===== src/cpu_macros.svh =====
`ifndef CPU_MACROS_SVH
`define CPU_MACROS_SVH

//////////////////////
// Core sizing
//////////////////////
`define CPU_WIDTH      16   // Data and address width
`define CPU_NUM_REGS   16   // Architectural registers, r0 reads zero

//////////////////////
// Memory depths in words
//////////////////////
`define CPU_IMEM_DEPTH 256  // Instruction memory
`define CPU_DMEM_DEPTH 256  // Data memory

`endif

===== src/cpuPkg.sv =====
`default_nettype none

`include "cpu_macros.svh"

package cpuPkg;

  typedef logic [`CPU_WIDTH-1:0] wordT;               // Data word or address
  typedef logic [$clog2(`CPU_NUM_REGS)-1:0] regIdxT;  // Register index

  typedef enum logic [3:0] {
    opAdd = 4'h0,
    opSub = 4'h1,
    opXor = 4'h2,
    opLw  = 4'h8,
    opSw  = 4'h9,
    opLlb = 4'hA,
    opB   = 4'hC,
    opPcs = 4'hD,
    opNop = 4'hE,
    opHlt = 4'hF
  } opcodeE;

  typedef enum logic [2:0] {
    condNe     = 3'd0,  // Z clear
    condEq     = 3'd1,  // Z set
    condGt     = 3'd2,  // Z and N clear
    condLt     = 3'd3,  // N set
    condOvf    = 3'd4,  // V set
    condAlways = 3'd7
  } condE;

  typedef struct packed {
    logic z;
    logic n;
    logic v;
  } flagsT;

  //////////////////////
  // Pipeline payloads
  //////////////////////
  typedef struct packed {
    logic valid;
    wordT pc;       // Address of this instruction
    wordT instr;
  } ifIdT;

  typedef struct packed {
    logic   valid;
    opcodeE opcode;     // Selects the ALU function
    regIdxT rd;
    wordT   opA;
    wordT   opB;        // Register or sign-extended immediate
    wordT   storeData;  // SW source
    logic   regWrite;
    logic   memRead;
    logic   memWrite;
    logic   setZ;
    logic   setNv;
    logic   isPcs;
    logic   isHlt;
    wordT   nextPc;     // pc+1, written back by PCS
  } idExT;

  typedef struct packed {
    logic   valid;
    wordT   aluResult;  // Also the data memory address
    wordT   storeData;
    logic   memRead;
    logic   memWrite;
    logic   regWrite;
    regIdxT rd;
    logic   isPcs;
    logic   isHlt;
    wordT   nextPc;
  } exMemT;

  typedef struct packed {
    logic   valid;
    wordT   result;     // ALU or memory word
    regIdxT rd;
    logic   regWrite;
    logic   isPcs;
    logic   isHlt;
    wordT   nextPc;
  } memWbT;

endpackage

`default_nettype wire


===== src/cpuExecute.sv =====
`timescale 1ns/1ps
`default_nettype none

`include "cpu_macros.svh"

module cpuExecute (
  input  logic          clk,
  input  logic          rstN,
  input  cpuPkg::idExT  exIn,
  output cpuPkg::exMemT exOut,
  output cpuPkg::flagsT flags       // Read by branch in decode
);

  localparam int Msb = `CPU_WIDTH - 1;

  cpuPkg::wordT result;
  logic         vNext;

  //////////////////////
  // ALU
  //////////////////////
  always_comb begin
    vNext = 1'b0;
    case (exIn.opcode)
      cpuPkg::opAdd: begin
        result = exIn.opA + exIn.opB;
        vNext  = (exIn.opA[Msb] == exIn.opB[Msb]) && (result[Msb] != exIn.opA[Msb]);
      end
      cpuPkg::opSub: begin
        result = exIn.opA - exIn.opB;
        vNext  = (exIn.opA[Msb] != exIn.opB[Msb]) && (result[Msb] != exIn.opA[Msb]);
      end
      cpuPkg::opXor: result = exIn.opA ^ exIn.opB;
      cpuPkg::opLlb: result = exIn.opB;         // Immediate pass
      default:       result = exIn.opA + exIn.opB;  // LW/SW address
    endcase
  end

  // Only valid setters touch the flags
  always_ff @(posedge clk) begin
    if (!rstN) begin
      flags <= '0;
    end else if (exIn.valid) begin
      if (exIn.setZ) flags.z <= (result == '0);
      if (exIn.setNv) begin
        flags.n <= result[Msb];
        flags.v <= vNext;
      end
    end
  end

  always_comb begin
    exOut.valid     = exIn.valid;
    exOut.aluResult = result;
    exOut.storeData = exIn.storeData;
    exOut.memRead   = exIn.memRead;
    exOut.memWrite  = exIn.memWrite;
    exOut.regWrite  = exIn.regWrite;
    exOut.rd        = exIn.rd;
    exOut.isPcs     = exIn.isPcs;
    exOut.isHlt     = exIn.isHlt;
    exOut.nextPc    = exIn.nextPc;
  end

endmodule

`default_nettype wire


===== config.mk =====
export PLATFORM = sky130hd
export DESIGN_NAME = cpuExecute
export DESIGN_NICKNAME = d
export VERILOG_FILES = /design/src/cpuPkg.sv /design/src/cpuExecute.sv
export VERILOG_INCLUDE_DIRS = /design/src
export SDC_FILE = /design/constraint.sdc
export NUM_CORES = 1
export LEC_CHECK = 0
export ABC_CLOCK_PERIOD_IN_PS = 4810
export BUFFER_PORTS_ARGS = -buffer_cell sky130_fd_sc_hd__buf_2
export CAP_MARGIN = 20
export CORE_AREA = 5 5 89 91
export CTS_CLUSTER_SIZE = 30
export DETAILED_ROUTE_END_ITERATION = 10
export DIE_AREA = 0 0 94 96
export GPL_TIMING_DRIVEN = 0
export HOLD_SLACK_MARGIN = 0.08
export PLACE_DENSITY_LB_ADDON = 0.05
export SLEW_MARGIN = 20
export SYNTH_ARGS = -nofsm -noshare
export SYNTH_HDL_FRONTEND = slang
export SYNTH_SLANG_ARGS = --single-unit

===== constraint.sdc =====
create_clock -name clk -period 4.81 [get_ports clk]
set_input_delay 0.7215 -clock clk [delete_from_list [all_inputs] [get_ports clk]]
set_output_delay 0.7215 -clock clk [all_outputs]
set_load 0.1 [all_outputs]

==> flow_summary.json <==
{
  "via_count": 3194,
  "rsz0062_at_grt": "false",
  "avgSynthCellArea_um2": 7.00,
  "setup_viol": 0,
  "grt_overflow_total": 0,
  "min_path_type": "reg2reg",
  "synth-seq-cells": 3,
  "regMostFlops": "flags",
  "die-area_um2": 9020,
  "ys_top_cells_by_area": "ha_1 (14%), buf_4 (12%), a21oi_1 (6.2%)",
  "avgRoutedWirePerCell_um": 15.4,
  "grt_max_degree": 11,
  "critPathKind": "in2out",
  "mappedNetlistArea_um2": 2730,
  "worst_slack_ns": 0.448,
  "slew_violations": 0,
  "dp_cells": 587,
  "worst_r2r_endpoint": "flags[1]$_SDFFE_PN0P_",
  "nets": 608,
  "max_clock_freq_mhz": 229,
  "max-slew-margin-rel_pct": 42.1,
  "drc": 0,
  "cts.path.max_buffers": 2,
  "cp_slowest_cell": "o31ai_1",
  "startpoint_type": "primary input",
  "r2r-start": "flags[1]$_SDFFE_PN0P_",
  "synth_top_area_share_pct": 14.2,
  "p_leak_nw": 1.68,
  "n_antenna_cell": 0,
  "hold_buffers": 0,
  "rrSetupSlack_ns": 4.08,
  "grt_usage_pct": 18.9,
  "worst_pin_slew_ns": 0.862,
  "synth-main-ff-cell": "dfxtp_1",
  "hold_violations": 0,
  "die_h_um": 96,
  "tns_ns": 0,
  "root_buffer": "clkbuf_8",
  "cpPeakStageDelay_ns": 0.71,
  "viasPerCell": 5.40,
  "clock_sinks": 3,
  "grt_pass1_wl_um": 14000,
  "antenna_found_initial": 0,
  "clk_pin_slew_ns": 0.03,
  "io_pins": 143,
  "drtAntennaViolNets": 0,
  "synthArstFlopShare_pct": 0,
  "synth_edf_count": 0,
  "maxCapViolations": 0,
  "skew_ns": 0,
  "cts_buffers": 3,
  "dpl_worst_slack_ns": 0.456,
  "cp.arrival_ns": 3.64,
  "min_path_cells": 2,
  "largest_reg_flops": 3,
  "globalplace.congestion": 0.885,
  "hpwl_um": 7530,
  "top_regs": "flags (3)",
  "path_buf_inv": 5,
  "yosysMostFrequentCell": "buf_4",
  "hp-start": "flags[0]$_SDFFE_PN0P_",
  "drive_gt1_share_pct": 35.6,
  "grt_pass1_vias": 2952,
  "wl_um": 9120,
  "fin_area_um2": 3400,
  "cp_cell_sequence": "buf_2, inv_1, ha_1, buf_2, inv_2, a21oi_1, o31ai_1, a211oi_1, o21bai_1, a21oi_1, xnor2_1, a21oi_2, buf_2",
  "hold_path_end": "flags[0]$_SDFFE_PN0P_",
  "area_growth_pct": 24.5,
  "yosys.area.top_type": "ha_1",
  "p_per_area_nw_per_um2": 243,
  "clk_latency_ns": 0.22,
  "outcome": "finished clean",
  "critPathRequiredTime_ns": 4.09,
  "cts_tree": "done",
  "firstDrtPassIters": 4,
  "start_util_pct": 38.7,
  "post_cts_buffers": 0,
  "coreArea_um2": 7060,
  "drt_iter0_drc": 131,
  "ctsResizeCount": 0,
  "row_count": 31,
  "reg2reg_depth": 2,
  "htreeDepth": 1,
  "yosysWarnings": 0,
  "place_area_um2": 3350,
  "finalCritPeriodShare_pct": 90.7,
  "worstPathMaxFanout": 9,
  "synthesis.nets": 505,
  "seq_area_frac_synth_pct": 2.20,
  "synthTopCellsByCount": "buf_4 (43), a21oi_1 (34), nor2_1 (34)",
  "crit_path_end_kind": "primary output",
  "peakVddDrop_v": 0.000144,
  "numPortBuffers": 98,
  "instances_no_fill": 591,
  "fin_crit_ns": 4.36,
  "synth.distinct_cells": 74,
  "die_x_um": 94,
  "netlist_instances": 390,
  "crit_family": "compound AO/OA/AOI/OAI gates",
  "cp_common_cell": "buf_2"
}
## cells in the final DEF, fill, tap and decap left out, types with 3 or more instances in the layout
cell type  count
o211ai_1       4
inv_2          3
a2bb2oi_1      3
nand2_1       21
mux2i_1        5
or3_1          3
nand3_1        5
nor2_1        34
a31oi_1        3
dfxtp_1        3
clkbuf_8       3
a221oi_1       3
clkbuf_1       9
o21ai_0       14
o21ai_1        7
a211oi_1       9
buf_2        106
o32ai_1        5
a21oi_1       33
nor4_1         4
nand4_1        4
nor2b_1       12
and3_1         3
a21o_1         7
xnor2_1        5
o22ai_1        3
o31ai_1        3
buf_4         43
nor3_1         8
o21a_1         4
nand2b_1       3
and2_1         3
ha_1          31
inv_1         30
## routing by layer
| metal | GRT usage, % | share of wire [%] |
|---|---|---|
| met1 | 26.2 | 46 |
| met2 | 31.2 | 45 |
| met3 | 2.58 | 7.6 |
| met4 | 4.21 | 1.6 |
| met5 | 0 | 0 |
## worst register-to-register path, stage by stage, from the launching register on
cell and delay (ns):
dfxtp_1 0.29, and3_1 0.13, a41o_1 0.20
## worst max path at each step
stage,depth (start not counted),endpoint,from
2_1_floorplan,8,exOut[49],exIn[39]
4_1_cts,13,exOut[56],exIn[45]
3_3_place_gp,13,exOut[56],exIn[45]
5_1_grt,13,exOut[56],exIn[45]
6_report,13,exOut[56],exIn[45]
3_5_place_dp,13,exOut[56],exIn[45]
## cell families (layout without fill, tap and decap cells)
group                      count (synthesis)  after routing  share of synthesized area [%]
xor gates and xnor gates                   7              7                           2.25
DFF                                        3              3                           2.20
buffers and inverters                     94            196                           19.8
muxes                                      5              5                           1.83
adders and majority gates                 33             33                           15.7
AOI/OAI and AO/OA                        131            131                           34.3
and+or+nand+nor                          117            117                           24.0
## where the power goes
part	switching (mW)	total [mW]	internal, mW	leakage [nW]
clock	0.0177	0.0743	0.0566	0.0228
combinational	0.547	0.727	0.179	1.63
sequential	0.000271	0.0261	0.0258	0.0243
total	0.565	0.827	0.262	1.68
## per-stage QoR
| stage | utilization [%] | hold slack, ns | total power, mW |
|---|---|---|---|
| after global routing | 48.1 | 0.478 | 0.873 |
| after detailed placement | 47.5 | 0.458 | 0.748 |
| final | 48.1 | 0.455 | 0.827 |
| after global placement | 47.5 | 0.451 | 0.745 |
| after CTS | 48.1 | 0.463 | 0.827 |
| after floorplan | - | 0.867 | 0.622 |
## layout make-up
type	instances	area [um2]
well taps	99	124
clock buffers	4	45.0
repair buffers	98	490
plain buffers	61	415
multi-input cells	293	2140
inverters	33	124
fillers	766	3660
flip-flops and latches	3	60.1
Note: power is estimated with default switching activity, not from simulation.
