$ cat src/cpu_macros.svh
`ifndef CPU_MACROS_SVH
`define CPU_MACROS_SVH

//////////////////////
// Core sizing
//////////////////////
`define CPU_WIDTH      16   // Data and address width
`define CPU_NUM_REGS   16   // Architectural registers, r0 reads zero

//////////////////////
// Memory depths in words
//////////////////////
`define CPU_IMEM_DEPTH 256  // Instruction memory
`define CPU_DMEM_DEPTH 256  // Data memory

`endif
$ cat src/cpuPkg.sv
`default_nettype none

`include "cpu_macros.svh"

package cpuPkg;

  typedef logic [`CPU_WIDTH-1:0] wordT;               // Data word or address
  typedef logic [$clog2(`CPU_NUM_REGS)-1:0] regIdxT;  // Register index

  typedef enum logic [3:0] {
    opAdd = 4'h0,
    opSub = 4'h1,
    opXor = 4'h2,
    opLw  = 4'h8,
    opSw  = 4'h9,
    opLlb = 4'hA,
    opB   = 4'hC,
    opPcs = 4'hD,
    opNop = 4'hE,
    opHlt = 4'hF
  } opcodeE;

  typedef enum logic [2:0] {
    condNe     = 3'd0,  // Z clear
    condEq     = 3'd1,  // Z set
    condGt     = 3'd2,  // Z and N clear
    condLt     = 3'd3,  // N set
    condOvf    = 3'd4,  // V set
    condAlways = 3'd7
  } condE;

  typedef struct packed {
    logic z;
    logic n;
    logic v;
  } flagsT;

  //////////////////////
  // Pipeline payloads
  //////////////////////
  typedef struct packed {
    logic valid;
    wordT pc;       // Address of this instruction
    wordT instr;
  } ifIdT;

  typedef struct packed {
    logic   valid;
    opcodeE opcode;     // Selects the ALU function
    regIdxT rd;
    wordT   opA;
    wordT   opB;        // Register or sign-extended immediate
    wordT   storeData;  // SW source
    logic   regWrite;
    logic   memRead;
    logic   memWrite;
    logic   setZ;
    logic   setNv;
    logic   isPcs;
    logic   isHlt;
    wordT   nextPc;     // pc+1, written back by PCS
  } idExT;

  typedef struct packed {
    logic   valid;
    wordT   aluResult;  // Also the data memory address
    wordT   storeData;
    logic   memRead;
    logic   memWrite;
    logic   regWrite;
    regIdxT rd;
    logic   isPcs;
    logic   isHlt;
    wordT   nextPc;
  } exMemT;

  typedef struct packed {
    logic   valid;
    wordT   result;     // ALU or memory word
    regIdxT rd;
    logic   regWrite;
    logic   isPcs;
    logic   isHlt;
    wordT   nextPc;
  } memWbT;

endpackage

`default_nettype wire

$ cat src/hazardIf.sv
`timescale 1ns/1ps
`default_nettype none

interface hazardIf;

  cpuPkg::regIdxT src1;         // Decode sources
  cpuPkg::regIdxT src2;
  logic           useSrc1;
  logic           useSrc2;
  logic           usesFlags;    // Branch in decode
  logic           branchTaken;

  cpuPkg::regIdxT exRd;         // Producer in ID/EX
  logic           exRegWrite;
  logic           exSetFlag;
  cpuPkg::regIdxT memRd;        // Producer in EX/MEM
  logic           memRegWrite;

  logic           stall;
  logic           flushIfId;

  modport decode (output src1, src2, useSrc1, useSrc2, usesFlags, branchTaken);
  modport hazard (input src1, src2, useSrc1, useSrc2, usesFlags, branchTaken,
                  input exRd, exRegWrite, exSetFlag, memRd, memRegWrite,
                  output stall, flushIfId);
  modport stage (input stall, flushIfId);

endinterface

`default_nettype wire

$ cat src/cpuFetch.sv
`timescale 1ns/1ps
`default_nettype none

`include "cpu_macros.svh"

module cpuFetch (
  input  logic          clk,
  input  logic          rstN,
  input  logic          imemWe,        // Program load port
  input  cpuPkg::wordT  imemAddr,
  input  cpuPkg::wordT  imemData,
  hazardIf.stage        haz,
  input  logic          branchTaken,   // Resolved in decode
  input  cpuPkg::wordT  branchTarget,
  input  logic          halting,
  output cpuPkg::wordT  pc,
  output cpuPkg::ifIdT  ifOut
);

  localparam int ImemAw = $clog2(`CPU_IMEM_DEPTH);

  cpuPkg::wordT imem [`CPU_IMEM_DEPTH];
  cpuPkg::wordT pcNext;

  always_ff @(posedge clk) begin
    if (imemWe) begin
      imem[imemAddr[ImemAw-1:0]] <= imemData;
    end
  end

  //////////////////////
  // Next pc
  //////////////////////
  always_comb begin
    if (haz.stall || halting) begin
      pcNext = pc;                              // Hold, decode is busy or done
    end else if (branchTaken) begin
      pcNext = branchTarget;
    end else begin
      pcNext = pc + cpuPkg::wordT'(1);
    end
  end

  always_ff @(posedge clk) begin
    if (!rstN) begin
      pc <= '0;
    end else begin
      pc <= pcNext;
    end
  end

  // Nothing past HLT enters the pipe
  always_comb begin
    ifOut.valid = !halting;
    ifOut.pc    = pc;
    ifOut.instr = imem[pc[ImemAw-1:0]];         // Combinational read
  end

endmodule

`default_nettype wire

$ cat src/flat_wrapper.sv
// flat-port wrapper written by rule: the top's interface ports become plain ports
module cpuFetch_flat 
  (clk, rstN, imemWe, imemAddr, imemData, branchTaken, branchTarget, halting, pc, ifOut, haz_stall, haz_flushIfId);
  hazardIf haz_i ();
  input  logic clk;
  input  logic rstN;
  input  logic imemWe;
  input  cpuPkg::wordT imemAddr;
  input  cpuPkg::wordT imemData;
  input  logic branchTaken;
  input  cpuPkg::wordT branchTarget;
  input  logic halting;
  output cpuPkg::wordT pc;
  output cpuPkg::ifIdT ifOut;
  input wire logic [$bits(haz_i.stall)-1:0] haz_stall;
  input wire logic [$bits(haz_i.flushIfId)-1:0] haz_flushIfId;
  assign haz_i.stall = haz_stall;
  assign haz_i.flushIfId = haz_flushIfId;
  cpuFetch u_core (.clk(clk), .rstN(rstN), .imemWe(imemWe), .imemAddr(imemAddr), .imemData(imemData), .haz(haz_i), .branchTaken(branchTaken), .branchTarget(branchTarget), .halting(halting), .pc(pc), .ifOut(ifOut));
endmodule
$ cat config.mk
export PLATFORM = sky130hd
export DESIGN_NAME = cpuFetch_flat
export DESIGN_NICKNAME = d
export VERILOG_FILES = /design/src/cpuPkg.sv /design/src/hazardIf.sv /design/src/cpuFetch.sv /design/src/flat_wrapper.sv
export VERILOG_INCLUDE_DIRS = /design/src
export SDC_FILE = /design/constraint.sdc
export NUM_CORES = 2
export LEC_CHECK = 0
export BUFFER_PORTS_ARGS = -buffer_cell sky130_fd_sc_hd__buf_2
export CORE_MARGIN = 2
export CORE_UTILIZATION = 35
export CTS_CLUSTER_DIAMETER = 80
export DETAILED_ROUTE_END_ITERATION = 8
export MAX_ROUTING_LAYER = met4
export SYNTH_ARGS = -nofsm -noshare
export SYNTH_HDL_FRONTEND = slang
export SYNTH_SLANG_ARGS = --single-unit
$ cat constraint.sdc
create_clock -name clk -period 5.3 [get_ports clk]
set_input_delay 0.53 -clock clk [delete_from_list [all_inputs] [get_ports clk]]
set_output_delay 0.53 -clock clk [all_outputs]
set_load 0.01 [all_outputs]
==> metrics.yaml <==
run_status:
  status: "finished with violations"
  violations: "setup timing"
global_routing:
  antenna_found_initial: 29
  grt_use_total_pct: 18.7
  first_global_vias: 79800
  grt_max_degree: 231
  grt_overflow_total: 0
  grt_pass1_wl_um: 605000
logic_synthesis:
  yosysUniqueCellTypes: 68
  synth_warnings: 0
  yosys.area.top_type: "edfxtp_1"
  seq_area_frac_synth_pct: 77.2
  synth_area_leaders: "edfxtp_1 77%, mux4_2 11%, mux2i_1 4.2%"
  yosysMostFrequentCell: "edfxtp_1"
  netlist_area_mm2: 0.160
  avgSynthCellArea_um2: 21.2
  synth_edf_count: 4096
  synthArstFlopShare_pct: 0
  synthCells: 7556
  ys.flop_type: "edfxtp_1"
  syn_nets: 7612
  synth_top_area_share_pct: 76.9
  ys_top_cells_by_count: "4,096 x edfxtp_1, 792 x mux4_2, 665 x mux2i_1"
  synth-seq-cells: 4120
layout:
  layout.nets: 8207
  fin_area_mm2: 0.184
  fin_cells: 14500
  area_growth_syn_to_layout_pct: 14.9
  drive_above_1_share_pct: 25.5
pwr:
  peakVddDrop_v: 0.000302
  cellPowerDensity_mw_per_mm2: 369
  p_leak_nw: 55.7
clock_tree:
  cts.sinks: 4120
  path_clk_slew_ns: 0.07
  cts_tree: "done"
  htreeDepth: 5
  numCtsBuffers: 413
  clock_latency_ns: 0.93
  root_buffer: "clkbuf_16"
  clock_path_buffers: 4
floorplan:
  row_count: 248
  dieArea_mm2: 0.462
  coreArea_mm2: 0.456
  die_y_um: 680
  start_util_pct: 35.1
  io_pins: 104
  die-width_um: 680
worst_setup_path:
  r2r_setup_slack_ns: 2.34
  cp_data_arrival_time_ns: 4.91
  endpoint: "ifOut[10]"
  r2r_start: "u_core.pc[0]"
  end_kind: "output port"
  critPathLaunchType: "flip-flop"
  r2r_end: "u_core.pc[15]"
  cp_max_fo: 65
  required_ns: 4.77
  critPathKind: "reg -> out"
  r2r_cells: 8
timing:
  hold_viol_final: 0
  min_period_ns: 5.44
  fmax_mhz: 184
  finalMaxSlewViolations: 0
  finalCritPeriodShare_pct: 103
  timing.hold.ws_ns: 0.0473
  timing.final.ws_setup_ns: -0.144
  rsz0062_at_grt: "false"
  setup_violations: 1
  max_slew.worst_pin.slew_ns: 1.36
  fin_worst_skew_ns: 0.0238
  slew_headroom_pct: 9.57
detailed_routing:
  post-route-drc-count: 0
  drt-total-wl_um: 432000
  dr.first_iter.drc_count: 10700
  vias: 80600
  ant_nets: 0
  avgRoutedWirePerCell_um: 29.8
  dr.pass1.iters: 8
  vias_per_cell: 5.56
place:
  dpl.cell_count: 13700
  port_buffers: 94
  place_ws_ns: 0.421
  place_hpwl_um: 260000
  place_area_mm2: 0.170
  gp_congestion: 0.864
worst_hold_path:
  hp-class: "in -> reg"
job:
  max-cap-violations: 0
metrics by stage:
| step | TNS, ns | power (mW) | util (%) |
|---|---|---|---|
| floorplan | 0 | 38.7 | - |
| global placement | 0 | 40.4 | 37.4 |
| detailed placement | 0 | 40.5 | 37.4 |
| CTS | 0 | 68.2 | 40.3 |
| global route | 0 | 69.6 | 40.3 |
| finish | -0.144 | 67.7 | 40.3 |
worst max-delay path, cell delays in order, from the launching register on:
cell and delay [ns]:
dfxtp_4 0.42, nand2b_4 0.34, buf_12 0.28, buf_4 0.34, o221ai_1 0.59, o22ai_1 0.40
a222oi_1 0.37, nor4bb_4 0.77, buf_2 0.26
registers in the layout (all words and copies together), names as in the netlist, named ones only:
register	cells
u_core.imem	4096
u_core.pc	16
placed cells by master (no fill, tap or decap), types with 9 or more instances in the layout:
| cell type | instances |
|---|---|
| buf_2 | 78 |
| clkbuf_1 | 80 |
| o221ai_1 | 232 |
| nor2b_1 | 12 |
| buf_4 | 467 |
| mux2_2 | 17 |
| a2111oi_2 | 10 |
| nand2_1 | 96 |
| nor2_1 | 246 |
| clkinv_1 | 108 |
| nor4_2 | 10 |
| o21ai_0 | 27 |
| dlygate4sd3_1 | 12 |
| a22oi_1 | 41 |
| nand3_1 | 31 |
| clkinvlp_4 | 12 |
| clkbuf_16 | 419 |
| and2_1 | 9 |
| and3_1 | 10 |
| diode_2 | 27 |
| nor2_2 | 81 |
| o22ai_1 | 190 |
| edfxtp_1 | 4096 |
| a22o_1 | 25 |
| buf_8 | 16 |
| o32ai_1 | 10 |
| buf_12 | 71 |
| nor4_1 | 29 |
| nand3_2 | 9 |
| bufinv_16 | 23 |
| o22a_1 | 12 |
| a211oi_1 | 15 |
| dfxtp_1 | 18 |
| nor3_1 | 125 |
| a21oi_1 | 145 |
| clkinv_2 | 78 |
| mux4_2 | 792 |
| mux2i_1 | 665 |
| nand4_1 | 26 |
cells by family after synthesis:
group | synth area share, %
and+or+nand+nor | 2.07
adders and majority gates | 0.00782
muxes | 15.4
DFF | 77.2
AOI/OAI and AO/OA | 3.41
buffers and inverters | 1.84
worst min path at each step:
stage	startpoint	endpoint	slack (ns)	depth (start not counted)
6_report	imemData[4]	u_core.imem[181][4]	0.05	1
4_1_cts	branchTarget[9]	u_core.pc[9]	0.01	4
5_1_grt	imemData[4]	u_core.imem[183][4]	0.007	1
2_1_floorplan	u_core.pc[14]	u_core.pc[14]	0.54	2
3_3_place_gp	u_core.pc[14]	u_core.pc[14]	0.51	2
3_5_place_dp	u_core.pc[14]	u_core.pc[14]	0.57	2
routing by layer:
metal | track usage (%) | share of wire (%)
met2 | 29.3 | 48
met4 | 6.33 | 3.6
met1 | 24.8 | 40
met3 | 3.31 | 8.3
met5 | - | 0
final cells by class:
cell class / count / area, um2
inverter: 7 / 38.8
clock buffer: 499 / 10800
clock inverter: 251 / 2070
sequential: 4120 / 123000
multi-input combinational: 2955 / 33900
timing repair buffer: 654 / 5840
tap: 6000 / 7510
antenna: 27 / 67.6
fill: 39700 / 272000
where the power goes:
part / internal (mW) / switching [mW] / leakage [nW]
clock network: 15.6 / 12.3 / 6.27
logic: 1.42 / 2.48 / 12.4
registers: 35.9 / 0.0401 / 37.0
repair_timing:
item,in CTS,in global routing
endpoints found under the setup margin,16,9
hold buffers,12,0
resized for setup,28,11
buffers inserted,11,0
endpoints found under the hold margin,85,0
pin swaps,1,0
gates cloned,2,0
Power figures use the tool's default switching activity.
