## src/cpu_macros.svh

```systemverilog
`ifndef CPU_MACROS_SVH
`define CPU_MACROS_SVH

//////////////////////
// Core sizing
//////////////////////
`define CPU_WIDTH      16   // Data and address width
`define CPU_NUM_REGS   16   // Architectural registers, r0 reads zero

//////////////////////
// Memory depths in words
//////////////////////
`define CPU_IMEM_DEPTH 256  // Instruction memory
`define CPU_DMEM_DEPTH 256  // Data memory

`endif
```

## src/cpuPkg.sv

```systemverilog
`default_nettype none

`include "cpu_macros.svh"

package cpuPkg;

  typedef logic [`CPU_WIDTH-1:0] wordT;               // Data word or address
  typedef logic [$clog2(`CPU_NUM_REGS)-1:0] regIdxT;  // Register index

  typedef enum logic [3:0] {
    opAdd = 4'h0,
    opSub = 4'h1,
    opXor = 4'h2,
    opLw  = 4'h8,
    opSw  = 4'h9,
    opLlb = 4'hA,
    opB   = 4'hC,
    opPcs = 4'hD,
    opNop = 4'hE,
    opHlt = 4'hF
  } opcodeE;

  typedef enum logic [2:0] {
    condNe     = 3'd0,  // Z clear
    condEq     = 3'd1,  // Z set
    condGt     = 3'd2,  // Z and N clear
    condLt     = 3'd3,  // N set
    condOvf    = 3'd4,  // V set
    condAlways = 3'd7
  } condE;

  typedef struct packed {
    logic z;
    logic n;
    logic v;
  } flagsT;

  //////////////////////
  // Pipeline payloads
  //////////////////////
  typedef struct packed {
    logic valid;
    wordT pc;       // Address of this instruction
    wordT instr;
  } ifIdT;

  typedef struct packed {
    logic   valid;
    opcodeE opcode;     // Selects the ALU function
    regIdxT rd;
    wordT   opA;
    wordT   opB;        // Register or sign-extended immediate
    wordT   storeData;  // SW source
    logic   regWrite;
    logic   memRead;
    logic   memWrite;
    logic   setZ;
    logic   setNv;
    logic   isPcs;
    logic   isHlt;
    wordT   nextPc;     // pc+1, written back by PCS
  } idExT;

  typedef struct packed {
    logic   valid;
    wordT   aluResult;  // Also the data memory address
    wordT   storeData;
    logic   memRead;
    logic   memWrite;
    logic   regWrite;
    regIdxT rd;
    logic   isPcs;
    logic   isHlt;
    wordT   nextPc;
  } exMemT;

  typedef struct packed {
    logic   valid;
    wordT   result;     // ALU or memory word
    regIdxT rd;
    logic   regWrite;
    logic   isPcs;
    logic   isHlt;
    wordT   nextPc;
  } memWbT;

endpackage

`default_nettype wire

```

## src/hazardIf.sv

```systemverilog
`timescale 1ns/1ps
`default_nettype none

interface hazardIf;

  cpuPkg::regIdxT src1;         // Decode sources
  cpuPkg::regIdxT src2;
  logic           useSrc1;
  logic           useSrc2;
  logic           usesFlags;    // Branch in decode
  logic           branchTaken;

  cpuPkg::regIdxT exRd;         // Producer in ID/EX
  logic           exRegWrite;
  logic           exSetFlag;
  cpuPkg::regIdxT memRd;        // Producer in EX/MEM
  logic           memRegWrite;

  logic           stall;
  logic           flushIfId;

  modport decode (output src1, src2, useSrc1, useSrc2, usesFlags, branchTaken);
  modport hazard (input src1, src2, useSrc1, useSrc2, usesFlags, branchTaken,
                  input exRd, exRegWrite, exSetFlag, memRd, memRegWrite,
                  output stall, flushIfId);
  modport stage (input stall, flushIfId);

endinterface

`default_nettype wire

```

## src/cpuHazard.sv

```systemverilog
`timescale 1ns/1ps
`default_nettype none

module cpuHazard (
  hazardIf.hazard haz
);

  logic rawEx;
  logic rawMem;
  logic flagHaz;

  // Source read that collides with a pending write
  function automatic logic hits(cpuPkg::regIdxT src, logic used,
                                cpuPkg::regIdxT dst, logic we);
    return used && we && (dst != '0) && (dst == src);
  endfunction

  //////////////////////
  // Stall detection
  //////////////////////
  assign rawEx   = hits(haz.src1, haz.useSrc1, haz.exRd, haz.exRegWrite)
                || hits(haz.src2, haz.useSrc2, haz.exRd, haz.exRegWrite);    // Two cycles
  assign rawMem  = hits(haz.src1, haz.useSrc1, haz.memRd, haz.memRegWrite)
                || hits(haz.src2, haz.useSrc2, haz.memRd, haz.memRegWrite);  // One cycle
  assign flagHaz = haz.usesFlags && haz.exSetFlag;  // Flags land at end of EX

  assign haz.stall     = rawEx || rawMem || flagHaz;
  assign haz.flushIfId = haz.branchTaken && !haz.stall;  // Kill the wrong-path fetch

endmodule

`default_nettype wire

```

## src/flat_wrapper.sv

```systemverilog
// flat-port wrapper written by rule: the top's interface ports become plain ports
module cpuHazard_flat 
  (haz_src1, haz_src2, haz_useSrc1, haz_useSrc2, haz_usesFlags, haz_branchTaken, haz_exRd, haz_exRegWrite, haz_exSetFlag, haz_memRd, haz_memRegWrite, haz_stall, haz_flushIfId);
  hazardIf haz_i ();
  input wire logic [$bits(haz_i.src1)-1:0] haz_src1;
  input wire logic [$bits(haz_i.src2)-1:0] haz_src2;
  input wire logic [$bits(haz_i.useSrc1)-1:0] haz_useSrc1;
  input wire logic [$bits(haz_i.useSrc2)-1:0] haz_useSrc2;
  input wire logic [$bits(haz_i.usesFlags)-1:0] haz_usesFlags;
  input wire logic [$bits(haz_i.branchTaken)-1:0] haz_branchTaken;
  input wire logic [$bits(haz_i.exRd)-1:0] haz_exRd;
  input wire logic [$bits(haz_i.exRegWrite)-1:0] haz_exRegWrite;
  input wire logic [$bits(haz_i.exSetFlag)-1:0] haz_exSetFlag;
  input wire logic [$bits(haz_i.memRd)-1:0] haz_memRd;
  input wire logic [$bits(haz_i.memRegWrite)-1:0] haz_memRegWrite;
  output wire logic [$bits(haz_i.stall)-1:0] haz_stall;
  output wire logic [$bits(haz_i.flushIfId)-1:0] haz_flushIfId;
  assign haz_i.src1 = haz_src1;
  assign haz_i.src2 = haz_src2;
  assign haz_i.useSrc1 = haz_useSrc1;
  assign haz_i.useSrc2 = haz_useSrc2;
  assign haz_i.usesFlags = haz_usesFlags;
  assign haz_i.branchTaken = haz_branchTaken;
  assign haz_i.exRd = haz_exRd;
  assign haz_i.exRegWrite = haz_exRegWrite;
  assign haz_i.exSetFlag = haz_exSetFlag;
  assign haz_i.memRd = haz_memRd;
  assign haz_i.memRegWrite = haz_memRegWrite;
  assign haz_stall = haz_i.stall;
  assign haz_flushIfId = haz_i.flushIfId;
  cpuHazard u_core (.haz(haz_i));
endmodule
```

## config.mk

```make
export PLATFORM = sky130hd
export DESIGN_NAME = cpuHazard_flat
export DESIGN_NICKNAME = d
export VERILOG_FILES = /design/src/cpuPkg.sv /design/src/hazardIf.sv /design/src/cpuHazard.sv /design/src/flat_wrapper.sv
export VERILOG_INCLUDE_DIRS = /design/src
export SDC_FILE = /design/constraint.sdc
export NUM_CORES = 1
export LEC_CHECK = 0
export ABC_AREA = 1
export BUFFER_PORTS_ARGS = -buffer_cell sky130_fd_sc_hd__buf_2
export CAP_MARGIN = 15
export CORE_AREA = 3 3 40 42
export DETAILED_ROUTE_END_ITERATION = 12
export DIE_AREA = 0 0 43 45
export PLACE_DENSITY = 0.58
export SLEW_MARGIN = 25
export SYNTH_ARGS = -nofsm -noshare
export SYNTH_HDL_FRONTEND = slang
export SYNTH_SLANG_ARGS = --single-unit
```

## constraint.sdc

```tcl
create_clock -name vclk -period 1.8
set_clock_uncertainty 0.1 [all_clocks]
set_input_delay 0 -clock vclk [all_inputs]
set_output_delay 0 -clock vclk [all_outputs]
set_load 0.02 [all_outputs]
```

==> metrics.csv, run 1 <==
metric,value,unit
outcome,completed,
Die Height,45,um
largest net degree at the start of global routing,6,
GP Congestion,0.770,
most frequent cells in the layout,"nand2_1, buf_2, inv_1",
drt total wl,1.06,mm
antenna-violating nets left,0,
Worst setup EP type,output pin,
switching part of the total,0.582,
Port Buf Inserts,25,
ANT cells,0,
Flop pwr share,0,
Clock Power Share,0,
Synth Warn #,0,
Vias,554,
vias in the first global route,459,
Leak,0.402,nW
Site Rows,13,
Initial Util,0.303,
"Data arrival, critical path",910,ps
worst path required time,1700,ps
fin cells,137,
fraction of layout instances using a drive strength above 1,0.254,
crit-path max FO,4,
num sequential,0,
Die X-Extent,43,um
RSZ-0062 raised after global routing,false,
Fmax achieved,992,MHz
worst slew pin tran,173,ps
layout net count,147,
postcts setup bufs,0,
Power Total,0.000109,W
core area,1280,um2
Synth Instances,97,
Mapped Area,389,um2
crit start category,input pin,
placed cell count,137,
Setup crit end,haz_stall,
WL per Instance,7.76,um
HPWL Detailed,973,um
maximum vdd drop,0.0716,mV
DRT iter0 DRCs,9,
max-slew violations,0,
NetSw,0.0000638,W
Reg area,0,um2
CP Class,input pin to output pin,
Cell Pwr Density,205,nW/um2
GRT Util Overall,0.112,
die area,1940,um2
Max-Cap Viols,0,
setup TNS,0,ps
combinational share of power,1.000,
final core utilization,0.415,
syn_area_per_cell,4.01,um2
"most common cell after layout, fill and taps aside",nand2_1,
DR vias/cell,4.04,
Pint,0.0000457,W
I/O Pins,25,
CTS Hold Bufs,0,
slew margin rel.,0.884,
period utilization,0.560,
minimum clock period,1010,ps
first-pass GRT wire length,1.79,mm
Min-Delay Path Class,input pin to output pin,
CTS resizes,0,
worst setup path startpoint,haz_memRd[1],
antenna violations before repair,0,
syn nets,120,
grt ovf,0,
drt drc,0,
"Area growth, synth to finish",37.0,%
post-synthesis sequential area ratio,0,
"Distinct cells, synth",9,
setup violators final,0,
TritonRoute pass-1 iters,4,
clk_buf instances,0,
Final Hold Fails,0,
## cells by family (layout without fill, tap and decap cells)
logic type      after synthesis  in the layout  share of synthesized area
simple gates                 73             73                      0.762
compound gates                2              2                     0.0257
buf+inv                      22             47                      0.212
## area by class of cell
| class | instances | area (um2) |
|---|---|---|
| repair buffers | 25 | 125 |
| multi-input cells | 75 | 307 |
| well taps | 15 | 18.8 |
| inverters | 22 | 82.6 |
| fillers | 153 | 752 |
## synthesized netlist by cell type
library cell  instances  area share
inv_1                18        0.17
inv_2                 4       0.039
nand2_1              49        0.47
nand3_1               5       0.064
nand3_2               2       0.051
nor2_1               15        0.14
nor3_1                1       0.013
o21ai_1               2       0.026
or2_1                 1       0.016
## power by group through the flow
stage	Combinational, W	Sequential, W	Clock (W)
detailed placement	0.000110	0	0
finish	0.000109	0	0
global route	0.000128	0	0
CTS	0.000110	0	0
global placement	0.000109	0	0
floorplan	0.0000611	0	0
## worst min path at each step
stage,from,endpoint,slack [ps],depth (start not counted)
after floorplan,haz_branchTaken,haz_flushIfId,30,2
after global placement,haz_branchTaken,haz_flushIfId,220,4
after detailed placement,haz_branchTaken,haz_flushIfId,220,4
after CTS,haz_branchTaken,haz_flushIfId,220,4
after global routing,haz_branchTaken,haz_flushIfId,250,4
final,haz_branchTaken,haz_flushIfId,220,4
## worst max-delay path, cell delays in order
cell and delay, ps:
buf_2 120, nor2_1 120, nand2_1 80, nand2_1 70, nor2_1 40, nand2_1 50
nand3_1 80, or2_1 200, buf_2 150
## layer usage
metal	up-vias	GRT usage	wire, um
met3	0	0.00398	49
met5	-	0	0
met4	0	0	0
met1	214	0.150	478
li1	329	-	-
met2	11	0.213	535
## stage by stage
stage / worst slack (ps) / cell area (um2) / hold slack (ps)
2_1_floorplan: 862 / 389 / 28.8
5_1_grt: 668 / 533 / 252
3_5_place_dp: 795 / 533 / 220
3_3_place_gp: 797 / 533 / 222
6_report: 792 / 533 / 223
4_1_cts: 791 / 533 / 221
Note: power is estimated with default switching activity, not from simulation.
==> inputs of run 2 (changes only) <==
--- a/config.mk
+++ b/config.mk
@@ -12,7 +12,7 @@
 export CORE_AREA = 3 3 40 42
 export DETAILED_ROUTE_END_ITERATION = 12
 export DIE_AREA = 0 0 43 45
-export PLACE_DENSITY = 0.58
+export PLACE_DENSITY = 0.6
 export SLEW_MARGIN = 25
 export SYNTH_ARGS = -nofsm -noshare
 export SYNTH_HDL_FRONTEND = slang
==> constraint.sdc (replaced) <==
create_clock -name vclk -period 0.8
set_clock_uncertainty 0.1 [all_clocks]
set_input_delay 0 -clock vclk [all_inputs]
set_output_delay 0 -clock vclk [all_outputs]
set_load 0.02 [all_outputs]
==> run 2 against run 1 <==
- via count grew 4.3%
- the flow now finishes with violations (setup timing)
- critical path depth did not move
- sequential share of layout area stayed put
- routed wire length increased by 2.2%
- die area unchanged
- combinational power rose to 2.9 times the previous value
- non-clock buffer count increased by 1
- hold slack improved by 4.3 ps
- first-iteration DRC count down 89%
- total power increased to 2.9 times the previous value
- clock-buffer cell count unchanged
- sequential cell count unchanged
==> metrics.csv, run 2 (synthesized netlist as in run 1, its figures left out) <==
metric,value,unit
outcome,finished with violations,
failing checks,setup timing,
first-pass GRT wire length,1.73,mm
setup ws final,-169,ps
crit start category,input pin,
Max-Cap Viols,0,
Power Total,0.000315,W
drt total wl,1.09,mm
worst slack at placement,-222,ps
GP Congestion,0.777,
"Data arrival, critical path",870,ps
Reg area,0,um2
area occupied by multi-input gates,352,um2
setup violators final,2,
ANT cells,0,
FILL cells,148,
WL per Instance,7.87,um
fin cells,138,
slew margin rel.,0.901,
combinational share of power,1.000,
clk_buf instances,0,
vias in the first global route,458,
antenna-violating nets left,0,
Cell Pwr Density,485,nW/um2
Pint,0.000151,W
postcts setup bufs,0,
hold depth,4,
Initial Util,0.303,
hold_sp,haz_branchTaken,
most frequent cells in the layout,"nand2_1, buf_2, inv_2",
max-slew violations,0,
antenna violations before repair,0,
maximum vdd drop,0.172,mV
placed cell count,138,
Die X-Extent,43,um
CP Class,input pin to output pin,
NetSw,0.000164,W
grt ovf,0,
Worst setup EP type,output pin,
crit-path max FO,4,
worst slew pin tran,148,ps
I/O Pins,25,
switching part of the total,0.520,
layout net count,148,
"most common cell after layout, fill and taps aside",nand2_1,
CTS Hold Bufs,0,
DR vias/cell,4.19,
Vias,578,
largest net degree at the start of global routing,6,
fraction of layout instances using a drive strength above 1,0.423,
cell area after placement,546,um2
HPWL Detailed,941,um
num sequential,0,
minimum clock period,969,ps
TritonRoute pass-1 iters,4,
Port Buf Inserts,25,
Clock Power Share,0,
Min-Delay Path Class,input pin to output pin,
Site Rows,13,
GRT Util Overall,0.109,
Flop pwr share,0,
"Area growth, synth to finish",66.6,%
Final Hold Fails,0,
worst setup path startpoint,haz_memRd[1],
design area,648,um2
RSZ-0062 raised after global routing,true,
Fmax achieved,1030,MHz
die area,1940,um2
Hold Slack,227,ps
drt drc,0,
DRT iter0 DRCs,1,
Leak,0.425,nW
worst path required time,700,ps
core area,1280,um2
period utilization,1.21,
Die Height,45,um
## run 2: cell types whose count changed in the layout (fill, tap and decap cells not counted), moves of 4 or more
cell	delta
inv_2	+9
buf_2	-10
nand2_2	+4
inv_1	-9
nand2_1	-4
buf_6	+6
nor2_1	-4
## run 2: metal layers
metal / track usage / part of all wire / routed length [um]
met1: 0.155 / 0.45 / 494
met2: 0.201 / 0.50 / 541
met3: 0 / 0.047 / 51
met4: 0 / 0 / 0
met5: 0 / 0 / 0
## run 2: worst paths after layout
check	slack (ps)	to
setup / recovery	-170	haz_stall
hold / removal	230	haz_flushIfId
## run 2: area by class of cell
class	instances	share of cell area
Tap cell	15	0.0290
Timing Repair Buffer	26	0.301
Inverter	22	0.127
Multi-Input combinational cell	75	0.542
## run 2: power by group through the flow
stage                     clock [W]  combinational [W]  sequential [W]
final                             0           0.000315               0
after global routing              0           0.000353               0
after CTS                         0           0.000296               0
after detailed placement          0           0.000251               0
after global placement            0           0.000251               0
after floorplan                   0           0.000140               0
## run 2: repair_timing
action	CTS	global route
setup endpoints to repair	2	2
gates resized for setup	23	16
pin swaps	15	12
## run 2: through the flow
step | setup TNS (ps) | utilization
floorplan | 0 | -
global placement | -382 | 0.425
detailed placement | -365 | 0.425
CTS | -268 | 0.484
global route | -353 | 0.504
finish | -246 | 0.504
## run 2: critical path: stages
cell and delay [ps]:
buf_8 110, nor2_4 100, nand2_2 50, nand2_1 60, nor2_1 40, nand2_1 70, nand3_2 80, or2_1 220
buf_6 130
==> inputs of run 3 (changes only) <==
==> constraint.sdc (replaced) <==
create_clock -name vclk -period 0.8
set_clock_uncertainty 0.1 [all_clocks]
set_input_delay 0.2 -clock vclk [all_inputs]
set_output_delay 0.2 -clock vclk [all_outputs]
set_load 0.02 [all_outputs]
==> run 3 against run 2 <==
- the run still ends with setup timing left
- final area rose by 7.1%
- fmax fell by 30%
- combinational power rose by 9.8%
- die area did not move
- total power rose by 9.9%
- routed wire length rose by 6.8%
- hold slack improved by 410 ps
- clock-buffer cell count did not move
==> metrics.csv, run 3 (synthesized netlist as in run 1, its figures left out) <==
metric,value,unit
Worst Path Buf+Inv,2,
failing checks,setup timing,
ANT cells,0,
num sequential,0,
DRT iter0 DRCs,5,
Cell Pwr Density,498,nW/um2
worst slack at placement,-651,ps
clk_buf instances,0,
antenna violations before repair,0,
drt total wl,1.16,mm
"critical path, cell by cell",buf_12 > nor2_4 > nand2_2 > nand2_2 > nor2_1 > nand2_1 > nand3_2 > or2_4 > buf_6,
RSZ-0062 raised after global routing,true,
setup ws final,-584,ps
NetSw,0.000171,W
Final Hold Fails,0,
"Largest stage delay, worst path",250,ps
Leak,0.443,nW
slew margin rel.,0.900,
Vias,594,
combinational share of power,1.000,
setup TNS,-1150,ps
layout net count,148,
Die X-Extent,43,um
Worst setup EP type,output pin,
CP Class,input pin to output pin,
maximum vdd drop,0.187,mV
Fmax achieved,723,MHz
Die Height,45,um
largest net degree at the start of global routing,6,
worst slew pin tran,150,ps
"most common cell after layout, fill and taps aside",nand2_1,
vias in the first global route,549,
I/O Pins,25,
GP Congestion,0.793,
max-slew violations,0,
core area,1280,um2
minimum clock period,1380,ps
first-pass GRT wire length,2.04,mm
Crit. path cell count,9,
switching part of the total,0.493,
period utilization,1.73,
Clock Power Share,0,
slowest CP cell,or2_4,
worst path required time,500,ps
WL per Instance,8.41,um
GRT Util Overall,0.129,
hold depth,4,
Site Rows,13,
postcts setup bufs,0,
most frequent CP cell,nand2_2,
design area,694,um2
TritonRoute pass-1 iters,4,
Reg area,0,um2
HPWL Detailed,1.01,mm
Flop pwr share,0,
grt ovf,0,
"Data arrival, critical path",1080,ps
DR vias/cell,4.30,
Max-Cap Viols,0,
Power Total,0.000346,W
most frequent cells in the layout,"nand2_1, inv_1, buf_2",
setup violators final,2,
fraction of layout instances using a drive strength above 1,0.398,
Min-Delay Path Class,input pin to output pin,
"Area growth, synth to finish",78.5,%
crit start category,input pin,
"delay-heaviest family, CP",simple AND/OR/NAND/NOR gates,
die area,1940,um2
crit-path max FO,4,
antenna-violating nets left,0,
outcome,finished with violations,
Initial Util,0.303,
Pint,0.000175,W
drt drc,0,
CTS Hold Bufs,0,
cell area after placement,574,um2
Port Buf Inserts,25,
-- run 3: worst paths after layout --
| check | end | from |
|---|---|---|
| max | haz_stall | haz_memRd[1] |
| min | haz_flushIfId | haz_branchTaken |
-- run 3: repair_timing --
item,CTS,global route
setup endpoints to repair,2,2
endpoints found under the hold margin,0,0
pin swaps,11,5
gates resized for setup,30,9
cloned,0,0
-- run 3: stage by stage --
step,util,cells,hold WS [ps]
floorplan,-,97,432
global placement,0.447,138,659
detailed placement,0.447,138,660
CTS,0.519,138,638
global route,0.540,138,662
finish,0.540,138,635
-- run 3: power groups by stage --
stage | Clock, W | Combinational [W] | Sequential (W)
global placement | 0 | 0.000273 | 0
detailed placement | 0 | 0.000275 | 0
CTS | 0 | 0.000331 | 0
global route | 0 | 0.000390 | 0
finish | 0 | 0.000346 | 0
floorplan | 0 | 0.000154 | 0
-- run 3: cell type report --
type | instances | area (um2)
fill | 150 | 591
inverter | 22 | 87.6
timing repair buffer | 26 | 224
multi-input combinational | 75 | 364
tap | 15 | 18.8
-- run 3: layer usage --
layer	global-route usage	wire length, um	vias to the layer above
li1	-	-	333
met1	0.167	512	245
met2	0.251	583	16
met3	0.00398	65	0
met4	0	0	0
met5	0	0	-
